**src/logic/box_pkg.sv**
```systemverilog
package box_pkg;

    // Image geometry.
    localparam int PIX_W    = 8;
    localparam int WIN      = 17;
    localparam int HALF     = 8;
    localparam int COLS     = 32;

    // Sum widths for one column and one full window.
    localparam int COL_W    = 13;
    localparam int SUM_W    = 17;

    // Input register plus five adder levels.
    localparam int TREE_LAT = 6;

    // Counter widths for the sequencer.
    localparam int POS_W    = $clog2(WIN + 1);
    localparam int WARM_W   = $clog2(TREE_LAT + 1);

    typedef logic [PIX_W-1:0] pix_t;
    typedef logic [COL_W-1:0] col_sum_t;
    typedef logic [SUM_W-1:0] box_sum_t;

    // Index 0 is the top row of the window.
    typedef pix_t [WIN-1:0] col_slice_t;

    typedef struct packed {
        box_sum_t sum;
        pix_t     center;
        logic     above;
    } box_result_t;

endpackage

```
**src/logic/box_threshold_top.sv**
```systemverilog
`timescale 1ns/1ps

module box_threshold_top (
    input  logic                 clk,
    input  logic                 rst,
    input  logic                 i_col_valid,
    input  logic                 i_row_start,
    input  box_pkg::col_slice_t  i_col,
    input  box_pkg::box_sum_t    i_bias,
    output box_pkg::box_result_t o_result,
    output logic                 o_result_valid
);

    box_pkg::col_sum_t col_sum;
    box_pkg::col_sum_t col_sum_old;
    box_pkg::box_sum_t box_sum;
    box_pkg::pix_t     center;
    logic              load;
    logic              sub;
    logic              seq_valid;

    column_adder_tree u_tree (
        .clk   (clk),
        .rst   (rst),
        .i_adv (i_col_valid),
        .i_col (i_col),
        .o_sum (col_sum)
    );

    row_sequencer u_seq (
        .clk            (clk),
        .rst            (rst),
        .i_adv          (i_col_valid),
        .i_row_start    (i_row_start),
        .o_load         (load),
        .o_sub          (sub),
        .o_result_valid (seq_valid)
    );

    // Column sum from WIN columns back.
    pipe_delay #(
        .T     (box_pkg::col_sum_t),
        .DEPTH (box_pkg::WIN)
    ) u_old_sum (
        .clk   (clk),
        .rst   (rst),
        .i_adv (i_col_valid),
        .i_d   (col_sum),
        .o_q   (col_sum_old)
    );

    // Centre pixel meets its window sum.
    pipe_delay #(
        .T     (box_pkg::pix_t),
        .DEPTH (box_pkg::TREE_LAT + box_pkg::HALF + 1)
    ) u_center (
        .clk   (clk),
        .rst   (rst),
        .i_adv (i_col_valid),
        .i_d   (i_col[box_pkg::HALF]),
        .o_q   (center)
    );

    window_accumulator u_acc (
        .clk    (clk),
        .rst    (rst),
        .i_adv  (i_col_valid),
        .i_load (load),
        .i_sub  (sub),
        .i_new  (col_sum),
        .i_old  (col_sum_old),
        .o_sum  (box_sum)
    );

    mean_threshold u_thr (
        .clk      (clk),
        .rst      (rst),
        .i_adv    (i_col_valid),
        .i_valid  (seq_valid),
        .i_center (center),
        .i_sum    (box_sum),
        .i_bias   (i_bias),
        .o_result (o_result),
        .o_valid  (o_result_valid)
    );

endmodule

```
**src/logic/column_adder_tree.sv**
```systemverilog
`timescale 1ns/1ps

module column_adder_tree (
    input  logic                clk,
    input  logic                rst,
    input  logic                i_adv,
    input  box_pkg::col_slice_t i_col,
    output box_pkg::col_sum_t   o_sum
);

    box_pkg::col_slice_t              slice_q;
    logic [7:0][box_pkg::PIX_W:0]     lvl1_q;
    logic [3:0][box_pkg::PIX_W+1:0]   lvl2_q;
    logic [1:0][box_pkg::PIX_W+2:0]   lvl3_q;
    logic [box_pkg::PIX_W+3:0]        lvl4_q;
    box_pkg::col_sum_t                sum_q;

    // Bottom pixel rides alongside the first four adder levels.
    box_pkg::pix_t [3:0]              last_q;

    always_ff @(posedge clk) begin
        if (rst) begin
            slice_q <= '0;
            lvl1_q  <= '0;
            lvl2_q  <= '0;
            lvl3_q  <= '0;
            lvl4_q  <= '0;
            last_q  <= '0;
            sum_q   <= '0;
        end else if (i_adv) begin
            slice_q <= i_col;

            // Sixteen pixels down to eight.
            for (int i = 0; i < 8; i++) begin
                lvl1_q[i] <= {1'b0, slice_q[2*i]} + {1'b0, slice_q[2*i+1]};
            end

            for (int i = 0; i < 4; i++) begin
                lvl2_q[i] <= {1'b0, lvl1_q[2*i]} + {1'b0, lvl1_q[2*i+1]};
            end

            for (int i = 0; i < 2; i++) begin
                lvl3_q[i] <= {1'b0, lvl2_q[2*i]} + {1'b0, lvl2_q[2*i+1]};
            end

            lvl4_q <= {1'b0, lvl3_q[0]} + {1'b0, lvl3_q[1]};

            last_q[0] <= slice_q[box_pkg::WIN-1];
            for (int i = 1; i < 4; i++) begin
                last_q[i] <= last_q[i-1];
            end

            // Fold in the seventeenth pixel.
            sum_q <= box_pkg::COL_W'(lvl4_q) + box_pkg::COL_W'(last_q[3]);
        end
    end

    assign o_sum = sum_q;

endmodule

```
**src/logic/mean_threshold.sv**
```systemverilog
`timescale 1ns/1ps

module mean_threshold (
    input  logic                 clk,
    input  logic                 rst,
    input  logic                 i_adv,
    input  logic                 i_valid,
    input  box_pkg::pix_t        i_center,
    input  box_pkg::box_sum_t    i_sum,
    input  box_pkg::box_sum_t    i_bias,
    output box_pkg::box_result_t o_result,
    output logic                 o_valid
);

    logic [box_pkg::SUM_W:0] scaled;
    logic [box_pkg::SUM_W:0] level;
    box_pkg::box_result_t    result_q;
    logic                    valid_q;

    // Centre scaled by the window area, so no division is needed.
    assign scaled = (box_pkg::SUM_W+1)'(i_center)
                  * (box_pkg::SUM_W+1)'(box_pkg::WIN * box_pkg::WIN);
    assign level  = {1'b0, i_sum} + {1'b0, i_bias};

    always_ff @(posedge clk) begin
        if (rst) begin
            result_q <= '0;
            valid_q  <= 1'b0;
        end else begin
            valid_q <= i_adv && i_valid;
            if (i_adv && i_valid) begin
                result_q.sum    <= i_sum;
                result_q.center <= i_center;
                result_q.above  <= (scaled > level);
            end
        end
    end

    assign o_result = result_q;
    assign o_valid  = valid_q;

endmodule

```
**src/logic/pipe_delay.sv**
```systemverilog
`timescale 1ns/1ps

module pipe_delay #(
    parameter type T     = logic,
    parameter int  DEPTH = 1
) (
    input  logic clk,
    input  logic rst,
    input  logic i_adv,
    input  T     i_d,
    output T     o_q
);

    T stage_q [DEPTH];

    always_ff @(posedge clk) begin
        if (rst) begin
            for (int i = 0; i < DEPTH; i++) begin
                stage_q[i] <= '0;
            end
        end else if (i_adv) begin
            stage_q[0] <= i_d;
            for (int i = 1; i < DEPTH; i++) begin
                stage_q[i] <= stage_q[i-1];
            end
        end
    end

    assign o_q = stage_q[DEPTH-1];

endmodule

```
**src/logic/row_sequencer.sv**
```systemverilog
`timescale 1ns/1ps

module row_sequencer (
    input  logic clk,
    input  logic rst,
    input  logic i_adv,
    input  logic i_row_start,
    output logic o_load,
    output logic o_sub,
    output logic o_result_valid
);

    logic [box_pkg::TREE_LAT-1:0] tag_q;
    logic [box_pkg::WARM_W-1:0]   warm_cnt;
    logic [box_pkg::POS_W-1:0]    pos_q;
    logic [box_pkg::POS_W-1:0]    cur_pos;
    logic                         warm;
    logic                         valid_q;

    // Tree output is meaningful once the pipeline has filled.
    assign warm = (warm_cnt == box_pkg::WARM_W'(box_pkg::TREE_LAT));

    // Position of the column sum now at the tree output.
    assign cur_pos = tag_q[box_pkg::TREE_LAT-1] ? '0 : pos_q;

    always_ff @(posedge clk) begin
        if (rst) begin
            tag_q    <= '0;
            warm_cnt <= '0;
            pos_q    <= '0;
            valid_q  <= 1'b0;
        end else if (i_adv) begin
            tag_q <= {tag_q[box_pkg::TREE_LAT-2:0], i_row_start};
            if (!warm) begin
                warm_cnt <= warm_cnt + 1'b1;
            end
            if (warm) begin
                // Saturate at WIN.
                if (cur_pos == box_pkg::POS_W'(box_pkg::WIN)) begin
                    pos_q <= cur_pos;
                end else begin
                    pos_q <= cur_pos + 1'b1;
                end
            end
            // Lines up with the accumulator value one strobe later.
            valid_q <= warm && (cur_pos >= box_pkg::POS_W'(box_pkg::WIN - 1));
        end
    end

    assign o_load         = warm && (cur_pos == '0);
    assign o_sub          = warm && (cur_pos == box_pkg::POS_W'(box_pkg::WIN));
    assign o_result_valid = valid_q;

endmodule

```
**src/logic/window_accumulator.sv**
```systemverilog
`timescale 1ns/1ps

module window_accumulator (
    input  logic              clk,
    input  logic              rst,
    input  logic              i_adv,
    input  logic              i_load,
    input  logic              i_sub,
    input  box_pkg::col_sum_t i_new,
    input  box_pkg::col_sum_t i_old,
    output box_pkg::box_sum_t o_sum
);

    box_pkg::box_sum_t sum_q;
    box_pkg::box_sum_t new_ext;
    box_pkg::box_sum_t old_ext;

    assign new_ext = box_pkg::SUM_W'(i_new);

    // Column leaving the window, or nothing while the row is still filling.
    assign old_ext = i_sub ? box_pkg::SUM_W'(i_old) : '0;

    always_ff @(posedge clk) begin
        if (rst) begin
            sum_q <= '0;
        end else if (i_adv) begin
            if (i_load) begin
                sum_q <= new_ext;
            end else begin
                sum_q <= sum_q + new_ext - old_ext;
            end
        end
    end

    assign o_sum = sum_q;

endmodule
```
**config.mk**
```make
export PLATFORM = sky130hd
export DESIGN_NAME = box_threshold_top
export DESIGN_NICKNAME = d
export VERILOG_FILES = /design/src/logic/box_pkg.sv /design/src/logic/box_threshold_top.sv /design/src/logic/column_adder_tree.sv /design/src/logic/mean_threshold.sv /design/src/logic/pipe_delay.sv /design/src/logic/row_sequencer.sv /design/src/logic/window_accumulator.sv
export SDC_FILE = /design/constraint.sdc
export NUM_CORES = 1
export LEC_CHECK = 0
export BUFFER_PORTS_ARGS = -buffer_cell sky130_fd_sc_hd__buf_2
export CORE_MARGIN = 2
export CORE_UTILIZATION = 42
export DETAILED_ROUTE_END_ITERATION = 16
export PLACE_DENSITY = 0.61
export SYNTH_ARGS = -nofsm -noshare
export SYNTH_HDL_FRONTEND = slang
export SYNTH_SLANG_ARGS = --single-unit
export TNS_END_PERCENT = 50
```
**constraint.sdc**
```tcl
create_clock -name clk -period 32.7 [get_ports clk]
set_clock_uncertainty 0.15 [all_clocks]
set_input_delay 3.27 -clock clk [delete_from_list [all_inputs] [get_ports clk]]
set_output_delay 3.27 -clock clk [all_outputs]
set_load 0.005 [all_outputs]
```
# Word level (Yosys, flattened, before mapping)
# Memory sizes are Yosys's and may differ from the RTL's.
# Cells that the tools add are included.
# classes
reduce_logical	7
eq_ne	2
addsub	21
bitwise	33
n_mul	1
order_cmp	2
muxes	41
# op_table
operator	n
13-bit 2-to-1 mux	18
8-bit 2-to-1 mux	15
8-bit by 8-bit adder with 9-bit output	8
9-bit by 9-bit adder with 10-bit output	4
1-bit OR	32
10-bit by 10-bit adder with 11-bit output	2
17-bit by 17-bit adder with 18-bit output	1
17-bit by 18-bit > comparator with 1-bit output	1
17-bit by 13-bit adder with 17-bit output	1
8-bit by 9-bit multiplier with 17-bit output, second input constant	1
17-bit 2-to-1 mux	1
17-bit subtractor	1
12-bit by 8-bit adder with 13-bit output	1
11-bit by 11-bit adder with 12-bit output	1
5-bit 2-to-1 mux	2
5-bit by 1-bit adder with 5-bit output, second input constant	1
5-bit equality test, second input constant	1
5-bit greater-or-equal comparator, second input constant	1
5-bit zero test	1
1-bit 2-to-1 mux	5
1-bit logical AND	4
2-bit AND reduction	2
3-bit by 1-bit adder with 3-bit output, second input constant	1
3-bit equality test, second input constant	1
1-bit inverter	1
# totals
n_memories	2
mem_bits_rw	341
out_inout_bits	27
elab_cells	155
regBits	386
# memory_table
memory	words	width	rd	rd_ports_with_merged_regs	wr	line_no	source
u_old_sum.stage_q	17	13	17	0	17	pipe_delay.sv:14	T stage_q [DEPTH];
u_center.stage_q	15	8	15	0	15	pipe_delay.sv:14	

# Logic depth before layout (Yosys ltp)
# depth
ltp_word	6
depth_mapped	17

# Cells and area by module
# Synthesis repeated with hierarchy kept, for this count alone.
# hier_totals
cells_unflattened	3178
area_unflattened_um2	35361.4
# by_module_without_submodules
module	seq_area_each_um2	area_each_um2	n_inst	cells_each
column_adder_tree	6546.3	16244.3	1	1734
pipe_delay (u_old_sum)	6636.4	9036.2	1	504
pipe_delay (u_center)	3603.5	4749.6	1	271
mean_threshold	540.5	2556.2	1	322
window_accumulator	340.3	2049.5	1	267
row_sequencer	300.3	725.7	1	80

# Worst setup path before layout
# No wires, ideal clock.
# synth_timing
kind	input to register
startpoint	input i_col_valid
endpoint	memory u_center.stage_q[0][0] (netlist name) (enable)
slack_ns	18.616
path_buffers	2
setup_time_ns	0.840
t_required_ns	31.710
stages	4
t_arrival_ns	13.094
path_cell_list	clkbuf_1 -> nor2_1 -> inv_1 -> clkbuf_1
# synth_rtl
item	line_no	source
start, declared	box_threshold_top.sv:6	input logic i_col_valid,
end, declared	pipe_delay.sv:14	

==> results.md <==
Synth:
- After synthesis, the mean cell area works out to 11.0 sq um.
- Summed over all instances, the cell type with the most area after synthesis is sky130_fd_sc_hd__edfxtp_1.
- By area the synthesized netlist is led by sky130_fd_sc_hd__edfxtp_1, sky130_fd_sc_hd__dfxtp_1, sky130_fd_sc_hd__ha_1.
- The instance count of the mapped netlist is 3074.
- In the synthesized netlist the dominant register cell turns out to be sky130_fd_sc_hd__dfxtp_1.
- The net count after synthesis is 3482.
- Counting flops with a built-in enable in the synthesized netlist gives 341.
- The share of the Yosys chip area taken by registers is 53.2%.
- The number of distinct standard cells referenced by the synthesized netlist is 66.
- Yosys printed 0 warnings.
- For this run, asynchronously set or reset flops after synthesis account for 0%.
- In the synthesized netlist, the cells that appear most often are sky130_fd_sc_hd__dfxtp_1, sky130_fd_sc_hd__nor2_1, sky130_fd_sc_hd__edfxtp_1.
- Of the post-synthesis cell area, the dominant cell type holds 30.3%.
- The cell area that synthesis handed to floorplanning was 33800 sq um.
- By instance count, the leading cell after synthesis is sky130_fd_sc_hd__dfxtp_1.
- After synthesis the netlist holds a flip-flop and latch count of 727.

Status:
- The run finished with clean final reports.

Final layout:
- The count of cells in the finished layout, fillers not included, comes to 4348.
- The filler cells instantiated in the layout total 7486.
- The design area is 38300 sq um.
- The final net count is 3629.
- Cells with a size suffix above 1 make up 10.3% of the layout.
- Relative to the synthesized area, the layout overhead comes to 13.2%.

Placed design:
- Counting tap cells, the placed design contains a total of 4199 instances.
- After legalization and detailed placement, the total HPWL measured 43200 microns.
- The routability congestion estimate from global placement is 0.848.
- The placed instances occupy a cell area of 35700 sq um.
- The number of I/O port buffers is 183.

Power and ir drop:
- The internal power of the cells is 1.67 mW.
- The reported leakage power is 16.8 nW.
- The switching part of the total is 26.2%.
- The net switching power is 0.595 mW.
- The clock network is responsible for 38.9% of the overall power.
- Dividing total power by cell area gives a power density of 59.2 nW/um^2.
- IR analysis of the VDD net gives a maximum drop of 0.0372 mV.
- The share of total power dissipated in combinational logic is 15.2%.
- The part of the total power dissipated in sequential elements is 46.0%.

Timing:
- Setup repair after global routing left no endpoint under its margin.
- The headroom to the max-slew limit is 26.8%.
- The final-report hold violation count is 0.
- Dividing the final minimum period by the clock period gives 19.8%.
- The slew at the pin with the worst max-slew slack is 1.10 ns.
- Subtracting the final worst setup slack from the clock period gives 6.46 ns.
- The highest clock frequency the design can meet is 0.155 GHz.
- The worst hold margin is 0.300 ns.
- The final sum of negative setup slack is 0 ns.
- The final-report max-slew violation count is 0.
- The total of endpoints with negative setup slack in the final report is 0.

Routing:
- The total DRC errors in the routed layout is 0.
- The mean routed wirelength per cell is 15.1 microns.
- The final antenna-violating net count is 0.
- For this block, the via count after detailed routing is 21.3k.
- The detailed router finished its first iteration with 990 violations.
- In the routed layout, each cell is associated on average with a via count of 4.90.
- The wire length reported by the detailed router is 65700 microns.
- The count of TritonRoute iterations in the first routing pass is 5.

Setup path:
- The worst setup path is captured at a register.
- The kind of cell with the highest combined delay along the critical path is buffers and inverters.
- The largest individual stage delay along the critical path comes from the cell sky130_fd_sc_hd__buf_4.
- The highest net fanout along the worst path is 158.
- The arrival time of the worst setup path is 6.54 ns.
- The kind of start point of the critical path is a primary input.
- The number of buffers and inverters on the critical path is 4.
- The largest single stage delay on the critical path is 0.94 ns.
- The worst setup path category is in -> reg.
- The required time of the worst setup path is 32.78 ns.
- The most numerous cell type found on the critical path is sky130_fd_sc_hd__buf_4.
- Traced cell by cell, the critical path runs through buf_8 > nor2_4 > inv_8 > buf_4 > buf_4.

CTS:
- In this run the post-CTS setup repair buffer count came out at 0.
- The CTS buffer count is 80.
- The clock latency reported for the late side of the worst-skew pair is 0.62 ns.
- The root buffer cell chosen for the clock tree is sky130_fd_sc_hd__clkbuf_16.
- CTS built an H-tree with a depth of 3.
- The sink count of the clock tree is 727.
- The TritonCTS clock tree is done.
- The clock passes through at most 3 buffers.
- The number of gates given a new drive strength after cts is 0.
- The clock-pin slew of the registers on the worst-case setup and hold paths is 0.06 ns.
- The number of buffers added to fix hold violations after cts is 0.

Global route:
- The number of global-route vias before repair is 20.4k.
- Across every metal layer, demand over resource in global routing totals 15.9%.
- The remaining global-route overflow is 0.
- The first-pass GRT wire length is 107000 microns.
- The initial antenna violation count is 1.
- The maximum number of pins on one net before global-route repair is 159.

Die:
- The number of I/O pins is 184.
- Once the floorplan was initialized, standard cells occupied 42.2% of the core.
- The die is 288 microns wide.
- After floorplanning, the core was sized to cover 80200 sq um.
- The floorplan step defined a die boundary enclosing 82800 sq um.
- Row generation in the floorplan step produced 104 rows.
- The die is 288 microns tall.

Flow run:
- The tool flagged a number of max-cap violations equal to 0.

Hold path:
- The worst hold path belongs to the class reg -> reg.
layout by cell type, fill, tap and decap left out, types with 8 or more instances in the layout:
cell,Yosys,final
sky130_fd_sc_hd__o22ai_1,18,18
sky130_fd_sc_hd__mux2i_1,237,237
sky130_fd_sc_hd__nand2b_1,26,25
sky130_fd_sc_hd__buf_2,13,181
sky130_fd_sc_hd__o21ai_0,119,119
sky130_fd_sc_hd__clkbuf_8,0,13
sky130_fd_sc_hd__clkbuf_16,0,83
sky130_fd_sc_hd__edfxtp_1,341,341
sky130_fd_sc_hd__or3_1,11,11
sky130_fd_sc_hd__nor2_1,352,351
sky130_fd_sc_hd__clkinv_1,0,11
sky130_fd_sc_hd__nor3_1,34,34
sky130_fd_sc_hd__o21a_1,18,18
sky130_fd_sc_hd__o41ai_1,8,8
sky130_fd_sc_hd__a21o_1,66,66
sky130_fd_sc_hd__ha_1,219,219
sky130_fd_sc_hd__a22oi_1,11,11
sky130_fd_sc_hd__clkbuf_1,102,16
sky130_fd_sc_hd__fa_1,32,32
sky130_fd_sc_hd__nand2_1,152,152
sky130_fd_sc_hd__and3_1,11,11
sky130_fd_sc_hd__a211oi_1,34,34
sky130_fd_sc_hd__a21oi_1,121,121
sky130_fd_sc_hd__nor2b_1,74,73
sky130_fd_sc_hd__inv_1,139,138
sky130_fd_sc_hd__dfxtp_1,386,386
sky130_fd_sc_hd__o21bai_1,10,10
sky130_fd_sc_hd__xor2_1,59,59
sky130_fd_sc_hd__nand3_1,14,14
sky130_fd_sc_hd__and2_1,305,305
sky130_fd_sc_hd__buf_4,0,16
sky130_fd_sc_hd__clkinv_2,0,16
sky130_fd_sc_hd__xnor2_1,67,67
cell families (layout without fill, tap and decap cells):
kind of cell               count (synthesis)  after routing  share of synthesized area, %
and+or+nand+nor                          996            996                          14.6
DFF                                      727            727                          53.2
AOI/OAI and AO/OA                        464            464                          8.91
buffers and inverters                    273            486                          3.08
adders and majority gates                251            251                          10.0
muxes                                    237            237                          7.02
xor gates and xnor gates                 126            126                          3.26
other                                      0              1                             0
power by group through the flow:
| stage | Sequential [mW] | Combinational (mW) | Clock, mW |
|---|---|---|---|
| detailed placement | 1.06 | 0.344 | 0 |
| CTS | 1.04 | 0.348 | 0.908 |
| global route | 1.05 | 0.391 | 0.946 |
| global placement | 1.06 | 0.343 | 0 |
| floorplan | 1.05 | 0.272 | 0 |
| finish | 1.04 | 0.344 | 0.881 |
final cells by class:
class | count | area [sq um] | share of cell area [%]
Tap cell | 1060 | 1330 | 3.46
Multi-Input combinational cell | 2074 | 14800 | 38.7
Antenna cell | 1 | 2.50 | 0.00654
Clock inverter | 36 | 270 | 0.706
Sequential cell | 727 | 18000 | 46.9
Clock buffer | 112 | 2320 | 6.05
Inverter | 139 | 529 | 1.38
Timing Repair Buffer | 199 | 1060 | 2.76
worst min-delay path, cell delays in order (launching register included):
cell,delay (ns)
sky130_fd_sc_hd__dfxtp_1,0.30
sky130_fd_sc_hd__nand2_1,0.05
sky130_fd_sc_hd__a21oi_1,0.05
registers in the layout, summed over array words and instances, names as in the netlist, 3 cells and up:
name,flops
u_tree.last_q,32
u_thr.o_result,26
u_seq.pos_q,5
u_seq.tag_q,6
u_old_sum.stage_q,221
u_center.stage_q,120
u_seq.warm_cnt,3
u_tree.slice_q,136
u_tree.lvl3_q,22
u_tree.lvl2_q,40
u_acc.o_sum,17
u_tree.lvl1_q,72
u_tree.lvl4_q,12
u_tree.o_sum,13
metal layers:
metal,part of all wire (%),routed length [microns],track usage [%]
met1,48,31500,21.6
met2,46,30000,25.7
met4,2.7,1740,5.08
met5,0,0,0
met3,3.7,2420,2.86
worst paths after layout:
kind	depth (start not counted)	slack, ns	endpoint	from
max	5	26.24	u_old_sum.stage_q[0][38]$_SDFFCE_PN0P_	i_col_valid
min	2	0.30	u_thr.o_result[1]$_SDFFE_PP0P_	u_thr.o_result[1]$_SDFFE_PP0P_
max reg2reg	15	28.02	u_acc.o_sum[16]$_SDFFE_PP0P_	u_seq.tag_q[5]$_SDFFE_PP0P_
min reg2reg	2	0.30	u_thr.o_result[1]$_SDFFE_PP0P_	u_thr.o_result[1]$_SDFFE_PP0P_
metrics by stage:
step / total power, mW / setup slack, ns / utilization, %
after global routing: 2.38 / 26.03 / 47.8
after global placement: 1.40 / 25.61 / 44.5
after CTS: 2.30 / 26.26 / 47.8
final: 2.27 / 26.24 / 47.8
after detailed placement: 1.41 / 25.57 / 44.5
after floorplan: 1.32 / 18.62 / -
(Power assumes the default switching activity.)
